### config.mk
export PLATFORM = sky130hd
export DESIGN_NAME = a78_video_ctrl
export DESIGN_NICKNAME = d
export VERILOG_FILES = /design/src/design/a78_pkg.sv /design/src/design/a78_video_ctrl.sv
export VERILOG_INCLUDE_DIRS = /design/src /design/src/design
export SDC_FILE = /design/constraint.sdc
export NUM_CORES = 1
export LEC_CHECK = 0
export ABC_AREA = 1
export BUFFER_PORTS_ARGS = -buffer_cell sky130_fd_sc_hd__buf_2
export CAP_MARGIN = 20
export CORE_MARGIN = 5
export CORE_UTILIZATION = 28
export CTS_CLUSTER_SIZE = 10
export DETAILED_ROUTE_END_ITERATION = 10
export HOLD_SLACK_MARGIN = 0.03
export PLACE_DENSITY_LB_ADDON = 0.3
export RECOVER_POWER = 100
export SYNTH_ARGS = -nofsm -noshare
export SYNTH_HDL_FRONTEND = slang
export SYNTH_SLANG_ARGS = --single-unit
### constraint.sdc
create_clock -name CLK_VIDEO -period 1.85 [get_ports CLK_VIDEO]
set_clock_uncertainty 0.05 [all_clocks]
set_input_delay 0.0925 -clock CLK_VIDEO [delete_from_list [all_inputs] [get_ports CLK_VIDEO]]
set_output_delay 0.0925 -clock CLK_VIDEO [all_outputs]
set_load 0.02 [all_outputs]
### src/design/a78_settings.svh
// Width, depth, header offset, status bit and aspect constants
// for the 7800 platform glue
`ifndef A78_SETTINGS_SVH
`define A78_SETTINGS_SVH

// ==============================
// Widths and depths
// ==============================
`define A78_DL_ADDR_BITS     25
// 16 KiB of cartridge ROM
`define A78_ROM_ADDR_BITS    14
`define A78_HDR_LEN          128
// Download index of a cartridge image
`define A78_CART_INDEX       1
`define A78_HDR_SIZE_DEFAULT 32'h8000

// Byte offsets inside the 7800 header
`define A78_OFS_MAGIC_FIRST  1
`define A78_OFS_SIZE_FIRST   49
`define A78_OFS_FLAGS_FIRST  53
`define A78_OFS_REGION       57
`define A78_OFS_SAVE         58
`define A78_OFS_XM           63

// ==============================
// Status word bit positions
// ==============================
`define A78_ST_RESET         0
`define A78_ST_SWAP          7
`define A78_ST_ASPECT        8
// Three scale bits start here
`define A78_ST_SCALE_LO      9
`define A78_ST_DIFF_R        12
`define A78_ST_DIFF_L        13
// Two region bits and two high score bits
`define A78_ST_REGION_LO     15
`define A78_ST_HSC_LO        18

// Aspect pairs for the scaler
`define A78_AR_WIDE_X        16
`define A78_AR_WIDE_Y        9
`define A78_AR_ORIG_X        1535
`define A78_AR_ORIG_Y        1294

`endif

### src/design/a78_pkg.sv
// Shared vector typedefs and packed structs
// for the download stream and cartridge info
`default_nettype none
`include "a78_settings.svh"

package a78_pkg;

	// Plain vectors with a meaning
	typedef logic [7:0]                      byte_t;
	typedef logic [`A78_DL_ADDR_BITS-1:0]    dl_addr_t;
	typedef logic [`A78_ROM_ADDR_BITS-1:0]   rom_addr_t;
	typedef logic [31:0]                     cart_size_t;
	typedef logic [15:0]                     cart_flags_t;

	// Host joystick word, all bits active high
	// 0 right, 1 left, 2 down, 3 up, 4 fire1, 5 fire2
	// 6 pause, 7 select, 8 start, 9 paddle up, 10 paddle down
	typedef logic [15:0]                     joy_t;

	// Host option word
	typedef logic [31:0]                     status_t;

	// One beat of the host download stream
	typedef struct packed {
		logic     active;
		byte_t    index;
		dl_addr_t addr;
		byte_t    data;
		logic     wr;
	} dl_beat_t;

	// Fields pulled out of the 7800 header
	typedef struct packed {
		logic        is_7800;
		// 0 NTSC, 1 PAL
		byte_t       region;
		// 0 none, 1 high score cart, 2 savekey
		byte_t       save_type;
		byte_t       xm;
		cart_flags_t flags;
		cart_size_t  size;
	} cart_info_t;

endpackage

`default_nettype wire

### src/design/a78_video_ctrl.sv
// Pixel enable divider, scaler and aspect option decoding
`default_nettype none
`include "a78_settings.svh"

module a78_video_ctrl (
	input  wire                   CLK_VIDEO,
	input  wire                   rst_n,
	input  wire a78_pkg::status_t status,
	input  wire                   forced_scandoubler,
	output logic                  ce_pix,
	output logic [1:0]            vga_sl,
	output logic                  scandoubler,
	output logic                  hq2x,
	output logic [12:0]           video_arx,
	output logic [12:0]           video_ary
);

	logic [2:0] div;
	logic [2:0] scale;
	logic [2:0] sl;

	// ==============================
	// Pixel enable
	// ==============================
	// One pulse every 8 clocks
	always_ff @(posedge CLK_VIDEO or negedge rst_n) begin
		if (!rst_n) begin
			div    <= '0;
			ce_pix <= 1'b0;
		end else begin
			div    <= div + 3'd1;
			ce_pix <= (div == 3'd0);
		end
	end

	// Scale option, 0 none, 1 HQ2x, then CRT levels
	assign scale       = status[`A78_ST_SCALE_LO +: 3];
	assign sl          = (scale != 3'd0) ? scale - 3'd1 : 3'd0;
	assign vga_sl      = sl[1:0];
	assign scandoubler = (scale != 3'd0) || forced_scandoubler;
	assign hq2x        = (scale == 3'd1);

	// Wide screen or original pixel aspect
	assign video_arx = status[`A78_ST_ASPECT] ? 13'(`A78_AR_WIDE_X) : 13'(`A78_AR_ORIG_X);
	assign video_ary = status[`A78_ST_ASPECT] ? 13'(`A78_AR_WIDE_Y) : 13'(`A78_AR_ORIG_Y);

endmodule

`default_nettype wire

* After elaboration in Yosys (flattened, before gate mapping)
Index checks and enable logic that the tools add are counted.
** Storage, ports and cells
- Output and inout bits :: 31
- Bits of input ports :: 35
- Word-level logic and storage cells :: 11
- Bits in registers :: 4
** Operators by class
- Add/subtract/negate cells :: 2
- Equality and inequality tests :: 1
- Muxes and demuxes :: 3
- Reduce and logical (&&, ||, !) cells :: 3
** Operators with widths (number)
- 2-to-1 mux 11 bit :: 2
- adder 3 x 1 -> 3 bit (second input constant) :: 1
- equality test 3 x 1 -> 1 bit (second input constant) :: 1
- zero test 3 bit :: 1
- nonzero test 3 bit :: 1
- 2-to-1 mux 2 bit :: 1
- subtractor 2 x 1 -> 2 bit (second input constant) :: 1
- logical OR 1 bit :: 1

* Longest topological paths before layout
Gate-level depths: netlist of the first run.
- Depth after elaboration :: 2
- Mapped depth :: 4
- Mapped depth without buffers :: 4

* Worst setup path before layout of the first run
No wires, ideal clock.
- Kind :: register to register
- Start :: register div[0]
- End :: register div[2]
- Cell stages (with the launch flop) :: 3
- Required time :: 1.677 ns
- Setup time :: 0.123 ns
- Period minus slack after synthesis :: 0.874 ns
- Arrival :: 0.701 ns
- Path slack :: 0.976 ns
- Buffers on the path :: 0
- Path through :: dfrtp_1 ha_1 xor2_1
** Between the ends
- Word-level cells in the longest chain between the ends :: 1
** RTL lines
- start, declared :: line a78_video_ctrl.sv:18 : logic [2:0] div;
- start signal, assigned :: line a78_video_ctrl.sv:31 : div <= div + 3'd1;
- adder 3 x 1 -> 3 bit :: line a78_video_ctrl.sv:31
Every way passes these cells.

* Worst setup path after layout of the first run
- Start :: register ce_pix
- End :: output port ce_pix
** RTL lines
- start, declared :: line a78_video_ctrl.sv:10 : output logic ce_pix,
- start signal, assigned :: line a78_video_ctrl.sv:32 : ce_pix <= (div == 3'd0);
No word-level cell between the ends.

==> results of run 1 <==
-- worst reg2reg max path, cell delays in order, from the launching register on --
cell                      delay [ps]
sky130_fd_sc_hd__dfrtp_1         370
sky130_fd_sc_hd__ha_1            200
sky130_fd_sc_hd__xor2_1          160
-- final cells by class --
cell class                 count  area, µm²  area share
clock buffer                   3       22.5      0.0571
inverter                       6       22.5      0.0571
multi-input combinational     24        120       0.305
sequential                     4        100       0.254
tap                           15       18.8      0.0476
timing repair buffer          26        110       0.279
-- report_power, final --
| part | switching, mW | leakage [nW] | total (mW) | internal [mW] |
|---|---|---|---|---|
| registers | 0 | 0.0471 | 0.0880 | 0.0880 |
| clock network | 0.0324 | 0.0138 | 0.105 | 0.0724 |
| logic | 0.0669 | 0.157 | 0.0831 | 0.0162 |
-- stage by stage --
step / setup slack, ps / util / cells / hold slack, ps / power, mW
floorplan: 976 / - / 59 / -253 / 0.186
global placement: 967 / 0.293 / 74 / -148 / 0.176
detailed placement: 951 / 0.293 / 74 / -148 / 0.176
CTS: 945 / 0.318 / 78 / 142 / 0.285
global route: 909 / 0.299 / 78 / 214 / 0.295
finish: 946 / 0.299 / 78 / 175 / 0.276
-- metal layers --
layer | global-route usage | share of wire | vias to the layer above
li1 | - | - | 134
met1 | 0.0501 | 0.30 | 108
met2 | 0.0829 | 0.50 | 19
met3 | 0.0226 | 0.21 | 0
met4 | 0.0331 | 0 | 0
met5 | 0 | 0 | -
-- sequential cells by signal, indices dropped and copies added (netlist names) --
signal and count:
div 3, ce_pix 1
-- synth_stat cells --
master                      n
sky130_fd_sc_hd__a21oi_1    1
sky130_fd_sc_hd__buf_4     25
sky130_fd_sc_hd__nor2_1     2
sky130_fd_sc_hd__dfrtp_1    4
sky130_fd_sc_hd__nand3b_1   1
sky130_fd_sc_hd__ha_1       2
sky130_fd_sc_hd__nand2_1    4
sky130_fd_sc_hd__nor2_2     1
sky130_fd_sc_hd__conb_1     2
sky130_fd_sc_hd__inv_1      6
sky130_fd_sc_hd__xor2_1     1
-- final timing paths --
kind	endpoint	slack, ps	startpoint	cells past startpoint
worst min register to register	ce_pix$_DFF_PN0_	380	div[2]$_DFF_PN0_	1
min in group CLK_VIDEO	ce_pix$_DFF_PN0_	380	div[2]$_DFF_PN0_	1
worst max register to register	div[2]$_DFF_PN0_	950	div[0]$_DFF_PN0_	2
worst max-delay path	ce_pix	950	ce_pix$_DFF_PN0_	1
max in group asynchronous	div[0]$_DFF_PN0_	1380	rst_n	2
worst min-delay path	div[1]$_DFF_PN0_	170	rst_n	2
-- kinds of logic (layout without fill, tap and decap cells) --
logic type | Yosys count | in the layout | synth area share
simple gates | 8 | 8 | 0.0924
flops | 4 | 4 | 0.255
compound gates | 1 | 1 | 0.0127
other cells | 2 | 12 | 0.0191
fa+ha+maj | 2 | 2 | 0.0637
buf+inv | 31 | 35 | 0.535
xor+xnor | 1 | 1 | 0.0223
==> flow_metrics.tcl, run 1 <==
set metrics [dict create \
    arrival_time_of_data_at_the_critical_path_endpoint_ps 760 \
    min_path_type "input port to async pin" \
    core_area_um2 1320 \
    grt_util_all_layers 0.0500 \
    critical_path.endpoint_type "output port" \
    num-nets-final 102 \
    layout.cells.most_common "sky130_fd_sc_hd__clkbuf_1" \
    antenna_found_initial 0 \
    max-clock-path-buffers 2 \
    status "finished clean" \
    num-fill-cells 153 \
    die_outline_height_um 47.5 \
    cp_slowest_cell "sky130_fd_sc_hd__dfrtp_1" \
    rsz0062_at_grt "false" \
    number_of_unique_standard_cell_types_used_by_synthesis 11 \
    cts_num_sinks 4 \
    slowest_delay_ps 310 \
    dieArea_um2 2250 \
    worstPathCellList "clkbuf_1" \
    path_clk_slew_ps 40 \
    post_dp_cell_area_um2 387 \
    drive_gt1_frac 0.143 \
    pin_count 66 \
    detail_route.iter0.violations 4 \
    setup_viol 0 \
    syn_area_um2 393 \
    chipWidth_um 47.5 \
    finalCriticalPeriod_ps 904 \
    clock_insertion_delay_worst_skew_ps 230 \
    first_global_vias 209 \
    timing.final.hold_violations 0 \
    synthesis.area_per_instance_um2 8.02 \
    postCtsSetupBuffers 0 \
    wl_um 624 \
    num_antenna_cells 0 \
    global_route_wire_length_before_repair_um 779 \
    post-route-cell-area_um2 394 \
    synth-seq-area-share 0.255 \
    highest_fanout_seen_on_the_critical_path 1 \
    num_rows 13 \
    most-common-layout-cells "20 x sky130_fd_sc_hd__clkbuf_1, 12 x sky130_fd_sc_hd__conb_1, 6 x sky130_fd_sc_hd__inv_1" \
    max-cap-violations 0 \
    avgRoutedWirePerCell_um 8.00 \
    drt_first_pass_iters 3 \
    final_max_slew_violation_count 0 \
    gp_congestion 0.584 \
    effective_utilization_at_floorplan 0.298 \
    worstPathBufferInverterCount 1 \
    area_delta_synth_final_pct 0.318 \
    port_buffers 25 \
    detailed_place_hpwl_um 557 \
    worst_ep_required_time_ps 1710 \
    grt_start_max_net_pins 14 \
    yosys.area.top_type_share 0.478 \
    fmax_mhz 1110 \
    drt.antenna.violating_nets 0 \
    ys_top_cells_by_area "sky130_fd_sc_hd__buf_4 48%, sky130_fd_sc_hd__dfrtp_1 25%, sky130_fd_sc_hd__ha_1 6.4%" \
    htree_levels 1 \
    worstSetupStartpointType "register" \
    crit_family "flip-flops" \
    power.density_cell_area_nw_per_um2 700 \
    peak_supply_drop_mv 0.394 \
    viasPerCell 3.35 \
    cts_root_buffer "sky130_fd_sc_hd__clkbuf_4" \
    cts_repair_resizes 0 \
    min_period_over_period 0.489 \
    cts-hold-fix-buffers 1 \
    synthesis.instances 49 \
    remaining_drc_errors 0 \
    timing.setup.critical_path_class "register to output port" \
    dr_total_vias 261 \
    cts_inserted_buffers 3 \
    final_tns_setup_ps 0 \
    synth-seq-cells 4 \
    cts_tree "done" \
    synth_warnings 0 \
    synth.largest_area_cell "sky130_fd_sc_hd__buf_4" \
    gr-total-overflow 0 \
    p_leak_nw 0.218 \
]
(Power assumes the default switching activity.)
==> run 2: changes to the inputs <==
Settings changed: ABC_AREA 1 to 0, CORE_UTILIZATION 28 to 26.
Clock period 1.85 ns to 0.87 ns, I/O delays scaled along.
==> flow_metrics.tcl, run 2 <==
set metrics [dict create \
    wl_um 673 \
    dr_wl_met3_um 144 \
    path_clk_slew_ps 40 \
    number_of_unique_standard_cell_types_used_by_synthesis 13 \
    clock_insertion_delay_worst_skew_ps 230 \
    core_area_um2 1350 \
    detailed_place_hpwl_um 568 \
    yosys.area.top_type_share 0.487 \
    min_period_over_period 1.00 \
    drt_first_pass_iters 1 \
    critical_path.endpoint_type "register" \
    cts_num_sinks 4 \
    synth-seq-area-share 0.260 \
    timing.setup.critical_path_class "register to register" \
    grt_util_all_layers 0.0596 \
    drive_gt1_frac 0.262 \
    peak_supply_drop_mv 0.679 \
    dr_total_vias 269 \
    detail_route.iter0.violations 0 \
    worst_ep_required_time_ps 940 \
    holdWs_ps 116 \
    p_sw_frac 0.366 \
    layout.cells.most_common "sky130_fd_sc_hd__clkbuf_1" \
    area_delta_synth_final_pct 4.22 \
    cts_root_buffer "sky130_fd_sc_hd__clkbuf_4" \
    antenna_found_initial 0 \
    gr-total-overflow 0 \
    synth_top_flop_cell "sky130_fd_sc_hd__dfrtp_1" \
    highest_fanout_seen_on_the_critical_path 2 \
    htree_levels 1 \
    port_buffers 25 \
    dr_wl_met2_um 308 \
    power.clock.fraction 0.390 \
    gp_congestion 0.609 \
    global_route_wire_length_before_repair_um 986 \
    avgRoutedWirePerCell_um 8.86 \
    net-switching-power_mw 0.218 \
    violations "setup timing" \
    share_seq_of_total_power 0.314 \
    num-nets-final 100 \
    drt.antenna.violating_nets 0 \
    most-common-layout-cells "16 x sky130_fd_sc_hd__clkbuf_1, 12 x sky130_fd_sc_hd__conb_1, 6 x sky130_fd_sc_hd__buf_2" \
    worst_setup_margin_ps -0.527 \
    chipWidth_um 48.5 \
    yosys-top-cells-count "25 x sky130_fd_sc_hd__buf_4, 4 x sky130_fd_sc_hd__dfrtp_1, 3 x sky130_fd_sc_hd__inv_1" \
    num_rows 13 \
    cts_tree "done" \
    power.density_cell_area_nw_per_um2 1480 \
    viasPerCell 3.54 \
    max-cap-violations 0 \
    dieArea_um2 2350 \
    power.internal_mw 0.377 \
    grt_start_max_net_pins 14 \
    die_outline_height_um 48.5 \
    num_antenna_cells 0 \
    dpl_worst_slack_ps 0.0994 \
    synth_enable_flop_cells 0 \
    finalCriticalPeriod_ps 871 \
    max_flop_register "div" \
    worstSetupStartpointType "register" \
    max-clock-path-buffers 2 \
    min_path_type "input port to async pin" \
    routed_metal_1_wire_length_um 204 \
    setup_viol 1 \
    syn_area_um2 385 \
    remaining_drc_errors 0 \
    effective_utilization_at_floorplan 0.285 \
    timing.final.hold_violations 0 \
    pin_count 66 \
    arrival_time_of_data_at_the_critical_path_endpoint_ps 940 \
    synthesis.area_per_instance_um2 8.38 \
    synth.largest_area_cell "sky130_fd_sc_hd__buf_4" \
    cts_inserted_buffers 3 \
    synth_warnings 0 \
    fmax_mhz 1150 \
    regToRegSetupSlack_ps -0.5 \
    status "finished with violations" \
    post_layout_nonfiller_instances 76 \
    dp_cells 71 \
    rsz0062_at_grt "true" \
    yosys.cell_count.top_type "sky130_fd_sc_hd__buf_4" \
    first_global_vias 229 \
    comb_power_share 0.296 \
    ys_top_cells_by_area "sky130_fd_sc_hd__buf_4 49%, sky130_fd_sc_hd__dfrtp_1 26%, sky130_fd_sc_hd__ha_1 6.5%" \
    uppermost_signal_routing_layer_after_detailed_routing "met4" \
    synth-seq-cells 4 \
    final_max_slew_violation_count 0 \
    p_leak_nw 0.217 \
    synthesis.instances 46 \
    largest_reg_flops 3 \
    postSynth.asyncResetShare 1.00 \
    top_regs "div (3), ce_pix (1)" \
]
==> run 2: cell count changes in the layout (fill, tap and decap cells not counted), sizes merged <==
| cell | change |
|---|---|
| a21oi | -1 |
| and2 | +1 |
| buf | +2 |
| clkbuf | -1 |
| inv | -3 |
| nand2 | -2 |
| nand2b | +1 |
| nand3b | -1 |
| nor2b | +1 |
| o21ai | +1 |
==> run 2: worst max-delay path, stage by stage, from the launching register on <==
cell	delay (ps)
sky130_fd_sc_hd__dfrtp_1	380
sky130_fd_sc_hd__inv_2	60
sky130_fd_sc_hd__ha_2	260
==> run 2: cell families after synthesis <==
| group | count (synthesis) | synth area share |
|---|---|---|
| other | 2 | 0.0195 |
| buffers and inverters | 28 | 0.516 |
| xor gates and xnor gates | 1 | 0.0227 |
| AOI/OAI and AO/OA | 1 | 0.0130 |
| DFF | 4 | 0.260 |
| and+or+nand+nor | 8 | 0.104 |
| adders and majority gates | 2 | 0.0649 |
==> run 2: final timing paths <==
kind / from / to / depth (start not counted)
setup / recovery: div[0]$_DFF_PN0_ / div[1]$_DFF_PN0_ / 2
hold / removal: rst_n / div[2]$_DFF_PN0_ / 2
min in group CLK_VIDEO: status[8] / video_ary[0] / 2
hold reg to reg: div[2]$_DFF_PN0_ / ce_pix$_DFF_PN0_ / 1
setup reg to reg: div[0]$_DFF_PN0_ / div[1]$_DFF_PN0_ / 2
max in group asynchronous: rst_n / div[1]$_DFF_PN0_ / 2
==> run 2: repair_timing <==
| item | in CTS | in global routing |
|---|---|---|
| hold buffers | 1 | 0 |
| setup buffers | 0 | 1 |
| pin swaps | 2 | 0 |
| endpoints found under the hold margin | 4 | 0 |
| endpoints found under the setup margin | 1 | 3 |
| gates resized for setup | 0 | 2 |
==> run 2: per-layer routing <==
| metal | vias up | global-route usage |
|---|---|---|
| li1 | 129 | - |
| met2 | 28 | 0.0826 |
| met3 | 2 | 0.0581 |
| met1 | 110 | 0.0424 |
| met4 | 0 | 0.0673 |
| met5 | - | 0 |
==> run 2: cell type report <==
type,instances,area [µm²]
repair buffers,27,123
well taps,15,18.8
inverters,3,11.3
clock buffers,3,22.5
fillers,163,948
flip-flops and latches,4,100
multi-input cells,24,126
==> run 2: through the flow <==
step | total power [mW] | TNS (ps) | util | cell area [µm²]
after CTS | 0.622 | 0 | 0.307 | 414
final | 0.595 | -0.527 | 0.297 | 402
after global placement | 0.371 | 0 | 0.283 | 382
after detailed placement | 0.373 | 0 | 0.283 | 382
after floorplan | 0.395 | 0 | - | 425
after global routing | 0.651 | -40.2 | 0.297 | 402
==> run 2: power by group through the flow <==
stage          Clock, mW  Sequential (mW)  Combinational, mW
6_report           0.232            0.187              0.176
5_1_grt            0.274            0.187              0.190
4_1_cts            0.248            0.187              0.187
3_5_place_dp           0            0.189              0.183
3_3_place_gp           0            0.189              0.182
2_1_floorplan          0            0.189              0.205
==> run 3: changes to the inputs <==
Settings changed: CTS_BUF_LIST from default to sky130_fd_sc_hd__clkbuf_16.
==> flow_metrics.tcl, run 3 (same netlist as run 2, synthesis figures left out) <==
set metrics [dict create \
    dpl_worst_slack_ps 0.0994 \
    dieArea_um2 2350 \
    drt_first_pass_iters 3 \
    cts_inserted_buffers 3 \
    antenna_found_initial 0 \
    status "finished clean" \
    finalCriticalPeriod_ps 857 \
    max_flop_register "div" \
    detailed_place_hpwl_um 568 \
    post_dp_cell_area_um2 382 \
    peak_supply_drop_mv 1.49 \
    remaining_drc_errors 0 \
    num_antenna_cells 0 \
    top_regs "div (3), ce_pix (1)" \
    worst_ep_required_time_ps 930 \
    fmax_mhz 1170 \
    critical_path.endpoint_type "register" \
    worstSetupStartpointType "register" \
    gp_congestion 0.609 \
    die_outline_height_um 48.5 \
    timing.setup.critical_path_class "register to register" \
    drt.antenna.violating_nets 0 \
    global_route_wire_length_before_repair_um 1000 \
    dr_total_vias 269 \
    cts_root_buffer "sky130_fd_sc_hd__clkbuf_16" \
    cts_num_sinks 4 \
    avgRoutedWirePerCell_um 9.09 \
    chipWidth_um 48.5 \
    rsz0062_at_grt "true" \
    setup_viol 0 \
    timing.final.hold_violations 0 \
    viasPerCell 3.54 \
    htree_levels 1 \
    num-fill-cells 158 \
    drive_gt1_frac 0.262 \
    cts_tree "done" \
    grt_util_all_layers 0.0558 \
    path_clk_slew_ps 30 \
    layout.cells.most_common "sky130_fd_sc_hd__clkbuf_1" \
    most-common-layout-cells "16 x sky130_fd_sc_hd__clkbuf_1, 12 x sky130_fd_sc_hd__conb_1, 6 x sky130_fd_sc_hd__buf_2" \
    largest_reg_flops 3 \
    highest_fanout_seen_on_the_critical_path 2 \
    power.density_cell_area_nw_per_um2 2310 \
    max-cap-violations 0 \
    wl_um 691 \
    min_path_type "input port to async pin" \
    design_power_total_mw 1.07 \
    final_max_slew_violation_count 0 \
    min_period_over_period 0.985 \
    pin_count 66 \
    core_area_um2 1350 \
    clock_insertion_delay_worst_skew_ps 220 \
    worst_setup_margin_ps 13.1 \
    post-route-cell-area_um2 464 \
    gr-total-overflow 0 \
    effective_utilization_at_floorplan 0.285 \
    area_delta_synth_final_pct 20.5 \
    num-nets-final 100 \
    arrival_time_of_data_at_the_critical_path_endpoint_ps 910 \
    p_leak_nw 0.242 \
    port_buffers 25 \
    first_global_vias 237 \
    detail_route.iter0.violations 2 \
    num_rows 13 \
    grt_start_max_net_pins 14 \
    max-clock-path-buffers 2 \
]
run 3: worst max-delay path, cell delays in order, from the launching register on:
cell	delay [ps]
sky130_fd_sc_hd__dfrtp_1	370
sky130_fd_sc_hd__ha_2	190
sky130_fd_sc_hd__xor2_1	130
run 3: timing repair:
item / 4_1_cts / 5_1_grt
pin swaps: 2 / 0
resized for setup: 0 / 2
setup buffers: 0 / 1
endpoints found under the hold margin: 4 / 0
setup endpoints to repair: 1 / 3
hold buffers: 1 / 0
gates cloned: 0 / 0
run 3: final timing paths:
kind / cells after the start / slack, ps / endpoint / start
hold / removal: 2 / 140 / div[2]$_DFF_PN0_ / rst_n
max in group asynchronous: 2 / 450 / div[0]$_DFF_PN0_ / rst_n
setup reg to reg: 2 / 10 / div[2]$_DFF_PN0_ / div[1]$_DFF_PN0_
min in group CLK_VIDEO: 2 / 300 / video_ary[0] / status[8]
hold reg to reg: 1 / 390 / ce_pix$_DFF_PN0_ / div[2]$_DFF_PN0_
setup / recovery: 2 / 10 / div[2]$_DFF_PN0_ / div[1]$_DFF_PN0_
run 3: through the flow:
step           hold slack [ps]  TNS [ps]  std cells  utilization
2_1_floorplan             -302         0         56            -
3_5_place_dp              -196         0         71        0.283
3_3_place_gp              -198         0         71        0.283
4_1_cts                    106         0         75        0.346
5_1_grt                    177     -14.1         76        0.344
6_report                   135         0         76        0.344
run 3: final cells by class:
type | instances | area (µm²) | share of cell area
inverters | 3 | 11.3 | 0.0243
flip-flops and latches | 4 | 100 | 0.216
repair buffers | 27 | 123 | 0.264
clock buffers | 3 | 75.1 | 0.162
multi-input cells | 24 | 136 | 0.294
well taps | 15 | 18.8 | 0.0404
run 3: per-layer routing:
metal	vias to the layer above	share of wire	GRT usage
met1	113	0.28	0.0424
met4	0	0	0.0404
met5	-	0	0
li1	129	-	-
met2	27	0.50	0.0891
met3	0	0.21	0.0489
run 3: where the power goes:
group / switching [mW] / leakage [nW] / total, mW / internal (mW)
sequential: 0 / 0.0471 / 0.187 / 0.187
combinational: 0.140 / 0.158 / 0.176 / 0.0360
clock: 0.120 / 0.0370 / 0.707 / 0.586
